**src/logic/shift_cfg.svh**
```systemverilog
`ifndef SHIFT_CFG_SVH
`define SHIFT_CFG_SVH

// vector register and scalar operand widths
`define VLEN 128
`define XLEN 32

// reorder buffer tag and micro-op index
`define ROB_DEPTH_WIDTH 4
`define UOP_INDEX_WIDTH 3

// element widths
`define BYTE_WIDTH 8
`define HWORD_WIDTH 16
`define WORD_WIDTH 32

`endif
```
**src/logic/shift_pkg.sv**
```systemverilog
`default_nettype none

package shift_pkg;

  // funct6 codes of the supported shifts
  typedef enum logic [5:0] {
    VSLL    = 6'b100101,
    VSRL    = 6'b101000,
    VSRA    = 6'b101001,
    VSSRL   = 6'b101010,
    VSSRA   = 6'b101011,
    VNCLIPU = 6'b101110,
    VNCLIP  = 6'b101111
  } shift_funct6_e;

  // operand source with immediates arriving through rs1
  typedef enum logic [2:0] {
    OPIVV = 3'b000,
    OPIVX = 3'b100
  } shift_funct3_e;

  typedef enum logic [1:0] {
    EEW16 = 2'b01,
    EEW32 = 2'b10
  } eew_e;

  // fixed-point rounding modes
  typedef enum logic [1:0] {
    RNU = 2'b00,
    RNE = 2'b01,
    RDN = 2'b10,
    ROD = 2'b11
  } vxrm_e;

  typedef enum logic [1:0] {
    SHIFT_SLL = 2'b00,
    SHIFT_SRL = 2'b01,
    SHIFT_SRA = 2'b10
  } shift_op_e;

  // which result the unit returns
  typedef enum logic [1:0] {
    CLASS_PLAIN = 2'b00,
    CLASS_SCALE = 2'b01,
    CLASS_CLIP  = 2'b10
  } op_class_e;

endpackage

`default_nettype wire

```
**src/logic/shift_ctrl_if.sv**
```systemverilog
`include "shift_cfg.svh"
`default_nettype none

interface shift_ctrl_if;
  logic                         issue_valid;
  shift_pkg::shift_op_e         shift_op;
  shift_pkg::op_class_e         op_class;
  logic                         sign_clip;
  shift_pkg::eew_e              eew;
  shift_pkg::vxrm_e             vxrm;
  logic                         use_scalar;
  logic                         narrow_high;
  logic [`ROB_DEPTH_WIDTH-1:0]  rob_entry;

  modport decoder (
    output issue_valid, shift_op, op_class, sign_clip, eew, vxrm,
    output use_scalar, narrow_high, rob_entry
  );

  modport lanes (input eew, shift_op, use_scalar);

  modport rounding (input vxrm, shift_op);

  modport result (input issue_valid, op_class, sign_clip, eew, narrow_high, rob_entry);
endinterface

`default_nettype wire

```
**src/logic/vshift_unit.sv**
```systemverilog
`include "shift_cfg.svh"
`default_nettype none

module vshift_unit (
  input  logic                         clk,
  input  logic                         reset,
  input  logic                         uop_valid,
  input  shift_pkg::shift_funct6_e     funct6,
  input  shift_pkg::shift_funct3_e     funct3,
  input  shift_pkg::eew_e              vs2_eew,
  input  shift_pkg::vxrm_e             vxrm,
  input  logic [`VLEN-1:0]             vs1_data,
  input  logic [`VLEN-1:0]             vs2_data,
  input  logic [`XLEN-1:0]             rs1_data,
  input  logic [`UOP_INDEX_WIDTH-1:0]  uop_index,
  input  logic [`ROB_DEPTH_WIDTH-1:0]  rob_entry,
  output logic                         result_valid,
  output logic [`ROB_DEPTH_WIDTH-1:0]  result_rob_entry,
  output logic [`VLEN-1:0]             result_data,
  output logic                         result_vxsat
);

  logic [`VLEN/`HWORD_WIDTH-1:0][`HWORD_WIDTH-1:0] lane16_value;
  logic [`VLEN/`HWORD_WIDTH-1:0][`HWORD_WIDTH-1:0] lane16_round_bits;
  logic [`VLEN/`WORD_WIDTH-1:0][`WORD_WIDTH-1:0]   lane32_value;
  logic [`VLEN/`WORD_WIDTH-1:0][`WORD_WIDTH-1:0]   lane32_round_bits;
  logic [`VLEN/`HWORD_WIDTH-1:0][`HWORD_WIDTH-1:0] rounded16;
  logic [`VLEN/`WORD_WIDTH-1:0][`WORD_WIDTH-1:0]   rounded32;
  logic [`VLEN/`HWORD_WIDTH-1:0]                  carry16;
  logic [`VLEN/`WORD_WIDTH-1:0]                   carry32;

  shift_ctrl_if i_ctrl ();

  shift_decode i_decode (
    .uop_valid (uop_valid),
    .funct6    (funct6),
    .funct3    (funct3),
    .eew       (vs2_eew),
    .vxrm      (vxrm),
    .uop_index (uop_index),
    .rob_entry (rob_entry),
    .ctrl      (i_ctrl.decoder)
  );

  shift_lanes i_lanes (
    .vs1_data          (vs1_data),
    .vs2_data          (vs2_data),
    .rs1_data          (rs1_data),
    .ctrl              (i_ctrl.lanes),
    .lane16_value      (lane16_value),
    .lane16_round_bits (lane16_round_bits),
    .lane32_value      (lane32_value),
    .lane32_round_bits (lane32_round_bits)
  );

  shift_round i_round (
    .lane16_value      (lane16_value),
    .lane16_round_bits (lane16_round_bits),
    .lane32_value      (lane32_value),
    .lane32_round_bits (lane32_round_bits),
    .ctrl              (i_ctrl.rounding),
    .rounded16         (rounded16),
    .rounded32         (rounded32),
    .carry16           (carry16),
    .carry32           (carry32)
  );

  shift_result i_result (
    .clk              (clk),
    .reset            (reset),
    .lane16_value     (lane16_value),
    .lane32_value     (lane32_value),
    .rounded16        (rounded16),
    .rounded32        (rounded32),
    .carry16          (carry16),
    .carry32          (carry32),
    .ctrl             (i_ctrl.result),
    .result_valid     (result_valid),
    .result_rob_entry (result_rob_entry),
    .result_data      (result_data),
    .result_vxsat     (result_vxsat)
  );

endmodule

`default_nettype wire

```
**src/logic/shift_result.sv**
```systemverilog
`include "shift_cfg.svh"
`default_nettype none

module shift_result (
  input  logic                                           clk,
  input  logic                                           reset,
  input  logic [`VLEN/`HWORD_WIDTH-1:0][`HWORD_WIDTH-1:0] lane16_value,
  input  logic [`VLEN/`WORD_WIDTH-1:0][`WORD_WIDTH-1:0]   lane32_value,
  input  logic [`VLEN/`HWORD_WIDTH-1:0][`HWORD_WIDTH-1:0] rounded16,
  input  logic [`VLEN/`WORD_WIDTH-1:0][`WORD_WIDTH-1:0]   rounded32,
  input  logic [`VLEN/`HWORD_WIDTH-1:0]                  carry16,
  input  logic [`VLEN/`WORD_WIDTH-1:0]                   carry32,
  shift_ctrl_if.result                                   ctrl,
  output logic                                           result_valid,
  output logic [`ROB_DEPTH_WIDTH-1:0]                    result_rob_entry,
  output logic [`VLEN-1:0]                               result_data,
  output logic                                           result_vxsat
);
  import shift_pkg::*;

  localparam int N16 = `VLEN / `HWORD_WIDTH;
  localparam int N32 = `VLEN / `WORD_WIDTH;

  logic [N16-1:0][`BYTE_WIDTH-1:0]  clip16;
  logic [N32-1:0][`HWORD_WIDTH-1:0] clip32;
  logic [N16-1:0]                   clipped16;
  logic [N32-1:0]                   clipped32;
  logic [`VLEN/2-1:0]               narrow_data;
  logic [`VLEN-1:0]                 data_next;
  logic                             sat_next;

  // wide holds the rounded value with bit 32 as its sign
  // returns {clipped, saturated value in the low narrow bits}
  function automatic logic [`HWORD_WIDTH:0] f_clip(
    input logic                   sign_clip,
    input logic [`WORD_WIDTH:0]   wide,
    input int unsigned            narrow
  );
    logic [`WORD_WIDTH:0]    limit;
    logic [`HWORD_WIDTH-1:0] ones;
    logic [`HWORD_WIDTH-1:0] value;
    logic                    over;
    logic                    under;

    limit = {(`WORD_WIDTH+1){1'b1}} << (sign_clip ? narrow - 1 : narrow);
    ones  = {`HWORD_WIDTH{1'b1}} >> (`HWORD_WIDTH - narrow);
    over  = ((wide & limit) != '0) && !(sign_clip && wide[`WORD_WIDTH]);
    under = sign_clip && wide[`WORD_WIDTH] && ((wide & limit) != limit);
    value = wide[`HWORD_WIDTH-1:0];
    if (over) begin
      value = sign_clip ? ones >> 1 : ones;
    end else if (under) begin
      value = ~(ones >> 1);
    end
    return {over | under, value};
  endfunction

  for (genvar i = 0; i < N16; i++) begin : g_clip16
    logic [`WORD_WIDTH:0]  wide;
    logic [`HWORD_WIDTH:0] clip;

    assign wide = {{`HWORD_WIDTH{ctrl.sign_clip & carry16[i]}}, carry16[i], rounded16[i]};
    assign clip = f_clip(ctrl.sign_clip, wide, `BYTE_WIDTH);
    assign clip16[i]    = clip[`BYTE_WIDTH-1:0];
    assign clipped16[i] = clip[`HWORD_WIDTH];
  end

  for (genvar i = 0; i < N32; i++) begin : g_clip32
    logic [`HWORD_WIDTH:0] clip;

    assign clip = f_clip(ctrl.sign_clip, {carry32[i], rounded32[i]}, `HWORD_WIDTH);
    assign clip32[i]    = clip[`HWORD_WIDTH-1:0];
    assign clipped32[i] = clip[`HWORD_WIDTH];
  end

  always_comb begin
    data_next = '0;
    sat_next  = 1'b0;

    if (ctrl.eew == EEW32) begin
      narrow_data = clip32;
    end else begin
      narrow_data = clip16;
    end

    case (ctrl.op_class)
      CLASS_PLAIN: begin
        if (ctrl.eew == EEW32) begin
          data_next = lane32_value;
        end else begin
          data_next = lane16_value;
        end
      end
      CLASS_SCALE: begin
        if (ctrl.eew == EEW32) begin
          data_next = rounded32;
        end else begin
          data_next = rounded16;
        end
      end
      CLASS_CLIP: begin
        // other half stays zero
        if (ctrl.narrow_high) begin
          data_next[`VLEN-1 -: `VLEN/2] = narrow_data;
        end else begin
          data_next[`VLEN/2-1:0] = narrow_data;
        end
        sat_next = (ctrl.eew == EEW32) ? |clipped32 : |clipped16;
      end
      default: begin
        data_next = '0;
      end
    endcase
  end

  always_ff @(posedge clk) begin
    if (reset) begin
      result_valid <= 1'b0;
      result_vxsat <= 1'b0;
    end else begin
      result_valid <= ctrl.issue_valid;
      result_vxsat <= ctrl.issue_valid & sat_next;
    end
  end

  always_ff @(posedge clk) begin
    result_data      <= data_next;
    result_rob_entry <= ctrl.rob_entry;
  end

endmodule

`default_nettype wire

```
**src/logic/shift_round.sv**
```systemverilog
`include "shift_cfg.svh"
`default_nettype none

module shift_round (
  input  logic [`VLEN/`HWORD_WIDTH-1:0][`HWORD_WIDTH-1:0] lane16_value,
  input  logic [`VLEN/`HWORD_WIDTH-1:0][`HWORD_WIDTH-1:0] lane16_round_bits,
  input  logic [`VLEN/`WORD_WIDTH-1:0][`WORD_WIDTH-1:0]   lane32_value,
  input  logic [`VLEN/`WORD_WIDTH-1:0][`WORD_WIDTH-1:0]   lane32_round_bits,
  shift_ctrl_if.rounding                                 ctrl,
  output logic [`VLEN/`HWORD_WIDTH-1:0][`HWORD_WIDTH-1:0] rounded16,
  output logic [`VLEN/`WORD_WIDTH-1:0][`WORD_WIDTH-1:0]   rounded32,
  output logic [`VLEN/`HWORD_WIDTH-1:0]                  carry16,
  output logic [`VLEN/`WORD_WIDTH-1:0]                   carry32
);
  import shift_pkg::*;

  localparam int N16 = `VLEN / `HWORD_WIDTH;
  localparam int N32 = `VLEN / `WORD_WIDTH;

  logic sra;

  // top has half-lsb weight and rest covers the bits below it
  function automatic logic f_increment(input vxrm_e mode, input logic lsb,
                                       input logic top, input logic rest);
    case (mode)
      RNU:     return top;
      RNE:     return top & (rest | lsb);
      RDN:     return 1'b0;
      default: return ~lsb & (top | rest);
    endcase
  endfunction

  assign sra = ctrl.shift_op == SHIFT_SRA;

  for (genvar i = 0; i < N16; i++) begin : g_round16
    logic inc;

    assign inc = f_increment(ctrl.vxrm, lane16_value[i][0],
                             lane16_round_bits[i][`HWORD_WIDTH-1],
                             |lane16_round_bits[i][`HWORD_WIDTH-2:0]);
    assign {carry16[i], rounded16[i]} =
      {sra & lane16_value[i][`HWORD_WIDTH-1], lane16_value[i]} + (`HWORD_WIDTH+1)'(inc);
  end

  for (genvar i = 0; i < N32; i++) begin : g_round32
    logic inc;

    assign inc = f_increment(ctrl.vxrm, lane32_value[i][0],
                             lane32_round_bits[i][`WORD_WIDTH-1],
                             |lane32_round_bits[i][`WORD_WIDTH-2:0]);
    assign {carry32[i], rounded32[i]} =
      {sra & lane32_value[i][`WORD_WIDTH-1], lane32_value[i]} + (`WORD_WIDTH+1)'(inc);
  end

endmodule

`default_nettype wire

```
**src/logic/shift_lanes.sv**
```systemverilog
`include "shift_cfg.svh"
`default_nettype none

module shift_lanes (
  input  logic [`VLEN-1:0]                               vs1_data,
  input  logic [`VLEN-1:0]                               vs2_data,
  input  logic [`XLEN-1:0]                               rs1_data,
  shift_ctrl_if.lanes                                    ctrl,
  output logic [`VLEN/`HWORD_WIDTH-1:0][`HWORD_WIDTH-1:0] lane16_value,
  output logic [`VLEN/`HWORD_WIDTH-1:0][`HWORD_WIDTH-1:0] lane16_round_bits,
  output logic [`VLEN/`WORD_WIDTH-1:0][`WORD_WIDTH-1:0]   lane32_value,
  output logic [`VLEN/`WORD_WIDTH-1:0][`WORD_WIDTH-1:0]   lane32_round_bits
);
  import shift_pkg::*;

  localparam int N16 = `VLEN / `HWORD_WIDTH;
  localparam int N32 = `VLEN / `WORD_WIDTH;
  localparam int AMT16_WIDTH = $clog2(`HWORD_WIDTH);
  localparam int AMT32_WIDTH = $clog2(`WORD_WIDTH);
  // a 32-bit operand, its fraction field and one sign bit
  localparam int SHIFTER_WIDTH = 2 * `WORD_WIDTH + 1;

  logic [N16-1:0][`HWORD_WIDTH-1:0] src16;
  logic [N16-1:0][AMT16_WIDTH-1:0]  amt16;
  logic [N32-1:0][`WORD_WIDTH-1:0]  src32;
  logic [N32-1:0][AMT32_WIDTH-1:0]  amt32;
  logic                             sra;

  function automatic logic [SHIFTER_WIDTH-1:0] f_shift(
    input shift_op_e                       op,
    input logic signed [SHIFTER_WIDTH-1:0] src,
    input logic [AMT32_WIDTH-1:0]          amount
  );
    if (op == SHIFT_SLL) begin
      return src << amount;
    end
    return src >>> amount;
  endfunction

  assign sra = ctrl.shift_op == SHIFT_SRA;

  // idle width sees zero operands
  always_comb begin
    src16 = '0;
    amt16 = '0;
    src32 = '0;
    amt32 = '0;
    if (ctrl.eew == EEW32) begin
      for (int i = 0; i < N32; i++) begin
        src32[i] = vs2_data[i*`WORD_WIDTH +: `WORD_WIDTH];
        amt32[i] = ctrl.use_scalar ? rs1_data[AMT32_WIDTH-1:0]
                                   : vs1_data[i*`WORD_WIDTH +: AMT32_WIDTH];
      end
    end else begin
      for (int i = 0; i < N16; i++) begin
        src16[i] = vs2_data[i*`HWORD_WIDTH +: `HWORD_WIDTH];
        amt16[i] = ctrl.use_scalar ? rs1_data[AMT16_WIDTH-1:0]
                                   : vs1_data[i*`HWORD_WIDTH +: AMT16_WIDTH];
      end
    end
  end

  // operand sits above a field of zeros that catches shifted-out bits
  for (genvar i = 0; i < N16; i++) begin : g_lane16
    logic                     fill;
    logic [SHIFTER_WIDTH-1:0] shifted;

    assign fill    = sra & src16[i][`HWORD_WIDTH-1];
    assign shifted = f_shift(ctrl.shift_op,
                             {{(SHIFTER_WIDTH-2*`HWORD_WIDTH){fill}}, src16[i],
                              {`HWORD_WIDTH{1'b0}}},
                             AMT32_WIDTH'(amt16[i]));
    assign {lane16_value[i], lane16_round_bits[i]} = shifted[2*`HWORD_WIDTH-1:0];
  end

  for (genvar i = 0; i < N32; i++) begin : g_lane32
    logic                     fill;
    logic [SHIFTER_WIDTH-1:0] shifted;

    assign fill    = sra & src32[i][`WORD_WIDTH-1];
    assign shifted = f_shift(ctrl.shift_op,
                             {fill, src32[i], {`WORD_WIDTH{1'b0}}},
                             amt32[i]);
    assign {lane32_value[i], lane32_round_bits[i]} = shifted[2*`WORD_WIDTH-1:0];
  end

endmodule

`default_nettype wire

```
**src/logic/shift_decode.sv**
```systemverilog
`include "shift_cfg.svh"
`default_nettype none

module shift_decode (
  input  logic                         uop_valid,
  input  shift_pkg::shift_funct6_e     funct6,
  input  shift_pkg::shift_funct3_e     funct3,
  input  shift_pkg::eew_e              eew,
  input  shift_pkg::vxrm_e             vxrm,
  input  logic [`UOP_INDEX_WIDTH-1:0]  uop_index,
  input  logic [`ROB_DEPTH_WIDTH-1:0]  rob_entry,
  shift_ctrl_if.decoder                ctrl
);
  import shift_pkg::*;

  logic known_op;
  logic known_src;

  always_comb begin
    known_op       = 1'b1;
    ctrl.shift_op  = SHIFT_SLL;
    ctrl.op_class  = CLASS_PLAIN;
    ctrl.sign_clip = 1'b0;

    case (funct6)
      VSLL: begin
        ctrl.shift_op = SHIFT_SLL;
      end
      VSRL: begin
        ctrl.shift_op = SHIFT_SRL;
      end
      VSRA: begin
        ctrl.shift_op = SHIFT_SRA;
      end
      VSSRL: begin
        ctrl.shift_op = SHIFT_SRL;
        ctrl.op_class = CLASS_SCALE;
      end
      VSSRA: begin
        ctrl.shift_op = SHIFT_SRA;
        ctrl.op_class = CLASS_SCALE;
      end
      VNCLIPU: begin
        ctrl.shift_op = SHIFT_SRL;
        ctrl.op_class = CLASS_CLIP;
      end
      VNCLIP: begin
        ctrl.shift_op  = SHIFT_SRA;
        ctrl.op_class  = CLASS_CLIP;
        ctrl.sign_clip = 1'b1;
      end
      default: begin
        known_op = 1'b0;
      end
    endcase
  end

  assign known_src = (funct3 == OPIVV) || (funct3 == OPIVX);

  // only legal micro-ops ever produce a result
  assign ctrl.issue_valid = uop_valid & known_op & known_src;

  assign ctrl.eew         = eew;
  assign ctrl.vxrm        = vxrm;
  assign ctrl.use_scalar  = funct3 == OPIVX;
  assign ctrl.narrow_high = uop_index[0];
  assign ctrl.rob_entry   = rob_entry;

endmodule

`default_nettype wire

```
**config.mk**
```make
export PLATFORM = sky130hd
export DESIGN_NAME = vshift_unit
export DESIGN_NICKNAME = d
export VERILOG_FILES = /design/src/logic/shift_pkg.sv /design/src/logic/shift_ctrl_if.sv /design/src/logic/vshift_unit.sv /design/src/logic/shift_result.sv /design/src/logic/shift_round.sv /design/src/logic/shift_lanes.sv /design/src/logic/shift_decode.sv
export VERILOG_INCLUDE_DIRS = /design/src /design/src/logic
export SDC_FILE = /design/constraint.sdc
export NUM_CORES = 2
export LEC_CHECK = 0
export BUFFER_PORTS_ARGS = -buffer_cell sky130_fd_sc_hd__buf_2
export CORE_UTILIZATION = 35
export CTS_CLUSTER_SIZE = 8
export DETAILED_ROUTE_END_ITERATION = 7
export PLACE_DENSITY = 0.54
export SYNTH_ARGS = -nofsm -noshare
export SYNTH_HDL_FRONTEND = slang
export SYNTH_SLANG_ARGS = --single-unit
```
**constraint.sdc**
```tcl
create_clock -name clk -period 21.2 [get_ports clk]
set_input_delay 1.06 -clock clk [delete_from_list [all_inputs] [get_ports clk]]
set_output_delay 1.06 -clock clk [all_outputs]
set_load 0.005 [all_outputs]
```
==> impl_metrics.py <==
metrics = {
    "status": {
        "status": "finished, violations left",
        "violations": "DRC, capacitance limit, slew limit",
    },
    "logic_synthesis": {
        "yosysTopAreaCellShare_pct": 6.25,
        "synth_top_area_cell": "nand2_1",
        "syn-num-nets": 7974,
        "netlist_top_cells_count": "819 x nand2_1, 663 x nor2_1, 524 x o21ai_0, 493 x a21oi_1, 382 x clkbuf_1",
        "yosysWarnings": 0,
        "ys_types": 129,
        "synth.most_common_cell": "nand2_1",
        "synth_seq_cells": 134,
        "ys_seq_area_share_pct": 5.45,
        "synth_area_leaders": "nand2_1 6.2%, dfxtp_1 5.5%, o21ai_0 5.3%, a211oi_1 5.1%, nor2_1 5.1%",
        "synthCells": 7638,
        "synth-async-reset-ratio_pct": 0,
        "netlist_area_mm2": 0.0492,
        "synth-edff-count": 0,
        "ys.flop_type": "dfxtp_1",
        "synth.avg_cell_area_um2": 6.44,
    },
    "floorplan": {
        "row_count": 137,
        "die_h_um": 377,
        "die_w_um": 377,
        "fp.dieArea_mm2": 0.142,
        "io_pins": 445,
        "start_util_pct": 35.3,
        "coreArea_mm2": 0.140,
    },
    "global_routing": {
        "grt_pass1_wl_um": 498000,
        "grt_pass1_vias": 63600,
        "antenna_found_initial": 33,
        "grt_max_degree": 88,
        "grt_overflow": 0,
        "track_usage_pct": 48.1,
    },
    "finish": {
        "drive_gt1_share_pct": 12.0,
        "fin_area_mm2": 0.0527,
        "final_cells": 9397,
        "fin_nets": 7833,
        "syn2layout_area_growth_pct": 7.15,
    },
    "critical_path": {
        "cp_slowest_cell": "o22ai_1",
        "worstPathBufferInverterCount": 3,
        "crit_top_cell": "nor3_1",
        "start_kind": "input pin",
        "cpLargestDelayFamily": "compound AO/OA/AOI/OAI gates",
        "crit_path_end_kind": "register",
        "critPathMaxStageDelay_ns": 1.04,
        "cp_max_fo": 37,
        "critPathKind": "input pin to register",
        "crit_start": "rs1_data[0]",
        "required_ns": 21.44,
        "cp.arrival_ns": 11.68,
    },
    "route": {
        "routed_wl_um": 360000,
        "wl_per_cell_um": 38.3,
        "drcViolationCount": 5,
        "avgViaCountPerCell": 7.62,
        "drt_iter0_drc": 12900,
        "drt_pass1_iterations": 8,
        "vias": 71600,
        "ant_nets": 0,
    },
    "sta": {
        "fmax_mhz": 87.4,
        "rsz0062_at_grt": "false",
        "hold_viol_final": 0,
        "min_period_over_period_pct": 54.0,
        "final.min_clock_period_ns": 11.44,
        "hold-worst-slack_ns": 0.624,
        "fin_setup_tns_ns": 0,
        "slew_headroom_pct": -0.409,
        "final-setup-viol-count": 0,
        "tightest_slew_ns": 1.49,
        "maxSlewViolCount": 1,
    },
    "placement": {
        "place_area_mm2": 0.0521,
        "io_buffers": 323,
        "place_hpwl_um": 272000,
        "gp_congestion": 1.05,
        "post-place-cells": 9354,
    },
    "cts": {
        "clock_sinks": 134,
        "path_clk_slew_ns": 0.07,
        "cts-root-buf": "clkbuf_16",
        "postCtsSetupBuffers": 0,
        "cts-resized-gates": 0,
        "hold_buffers": 0,
        "cts_made_buffers": 17,
        "cts_tree": "yes",
        "clk_path_buf_depth": 2,
        "htree_levels": 4,
    },
    "min_path": {
        "hp-class": "input pin to register",
        "hold_start": "rob_entry[1]",
    },
    "power": {
        "peakVddDrop_v": 0.0000668,
        "p_per_area_mw_per_mm2": 45.8,
        "leakage_nw": 18.7,
    },
    "job": {
        "cap_violations": 2,
    },
}
flip-flops by register name, summed over array words and instances, names as in the netlist:
signal / flops
i_result.result_valid: 1
i_result.result_data: 128
i_result.result_vxsat: 1
i_result.result_rob_entry: 4
worst paths after layout:
| check | cells after the start | end |
|---|---|---|
| worst min-delay path | 1 | i_result.result_rob_entry[1] |
| worst max-delay path | 28 | i_result.result_data[9] |
cell families after synthesis:
logic type | count (synthesis) | share of synthesized area (%)
XOR/XNOR | 218 | 3.88
AND/OR/NAND/NOR | 2849 | 28.4
adder cells (fa/ha/maj) | 25 | 0.636
buffers and inverters | 861 | 8.05
AO/OA/AOI/OAI | 3256 | 46.7
multiplexers | 295 | 6.91
flip-flops | 134 | 5.45
stage by stage:
stage / power, mW / util, % / worst slack (ns)
after global placement: 1.95 / 37.3 / 9.91
after CTS: 2.31 / 37.8 / 10.42
after detailed placement: 1.94 / 37.3 / 9.90
after floorplan: 1.26 / - / 13.13
final: 2.41 / 37.8 / 9.76
after global routing: 2.46 / 37.8 / 9.60
per-layer routing:
layer  track usage, %  share of wire, %
met1             62.5                39
met2             68.5                40
met3             14.1                13
met4             30.7               7.7
met5                0             0.054
final cells by class:
| cell class | count | area [um2] |
|---|---|---|
| diodes | 11 | 27.5 |
| flip-flops and latches | 134 | 2680 |
| repair buffers | 574 | 3530 |
| multi-input cells | 6643 | 43000 |
| well taps | 1876 | 2350 |
| fillers | 15500 | 86800 |
| clock buffers | 17 | 425 |
| inverters | 127 | 477 |
| clock inverters | 15 | 220 |
layout by cell type (no fill, tap or decap), types with 35 or more instances in the layout:
| cell | n |
|---|---|
| a211o_1 | 56 |
| a211oi_1 | 335 |
| a21boi_0 | 35 |
| a21o_1 | 62 |
| a21oi_1 | 489 |
| a221oi_1 | 51 |
| a22oi_1 | 61 |
| a2bb2oi_1 | 71 |
| a31oi_1 | 89 |
| and2_1 | 71 |
| and3_1 | 63 |
| buf_2 | 323 |
| buf_4 | 249 |
| dfxtp_1 | 134 |
| inv_1 | 125 |
| mux2_2 | 42 |
| mux2i_1 | 214 |
| nand2_1 | 818 |
| nand2b_1 | 92 |
| nand3_1 | 323 |
| nand3b_1 | 35 |
| nand4_1 | 98 |
| nor2_1 | 659 |
| nor3_1 | 253 |
| nor4_1 | 116 |
| o2111ai_1 | 58 |
| o211a_1 | 60 |
| o211ai_1 | 297 |
| o21a_1 | 39 |
| o21ai_0 | 523 |
| o221ai_1 | 121 |
| o22ai_1 | 313 |
| o31ai_1 | 69 |
| or3_1 | 50 |
| xnor2_1 | 125 |
| xor2_1 | 93 |
power by group:
part	switching (mW)	internal (mW)	leakage, nW
Clock	0.175	0.192	0.317
Sequential	0.0431	0.301	1.12
Combinational	1.22	0.479	17.3
Total	1.44	0.972	18.7
Power figures use the tool's default switching activity.
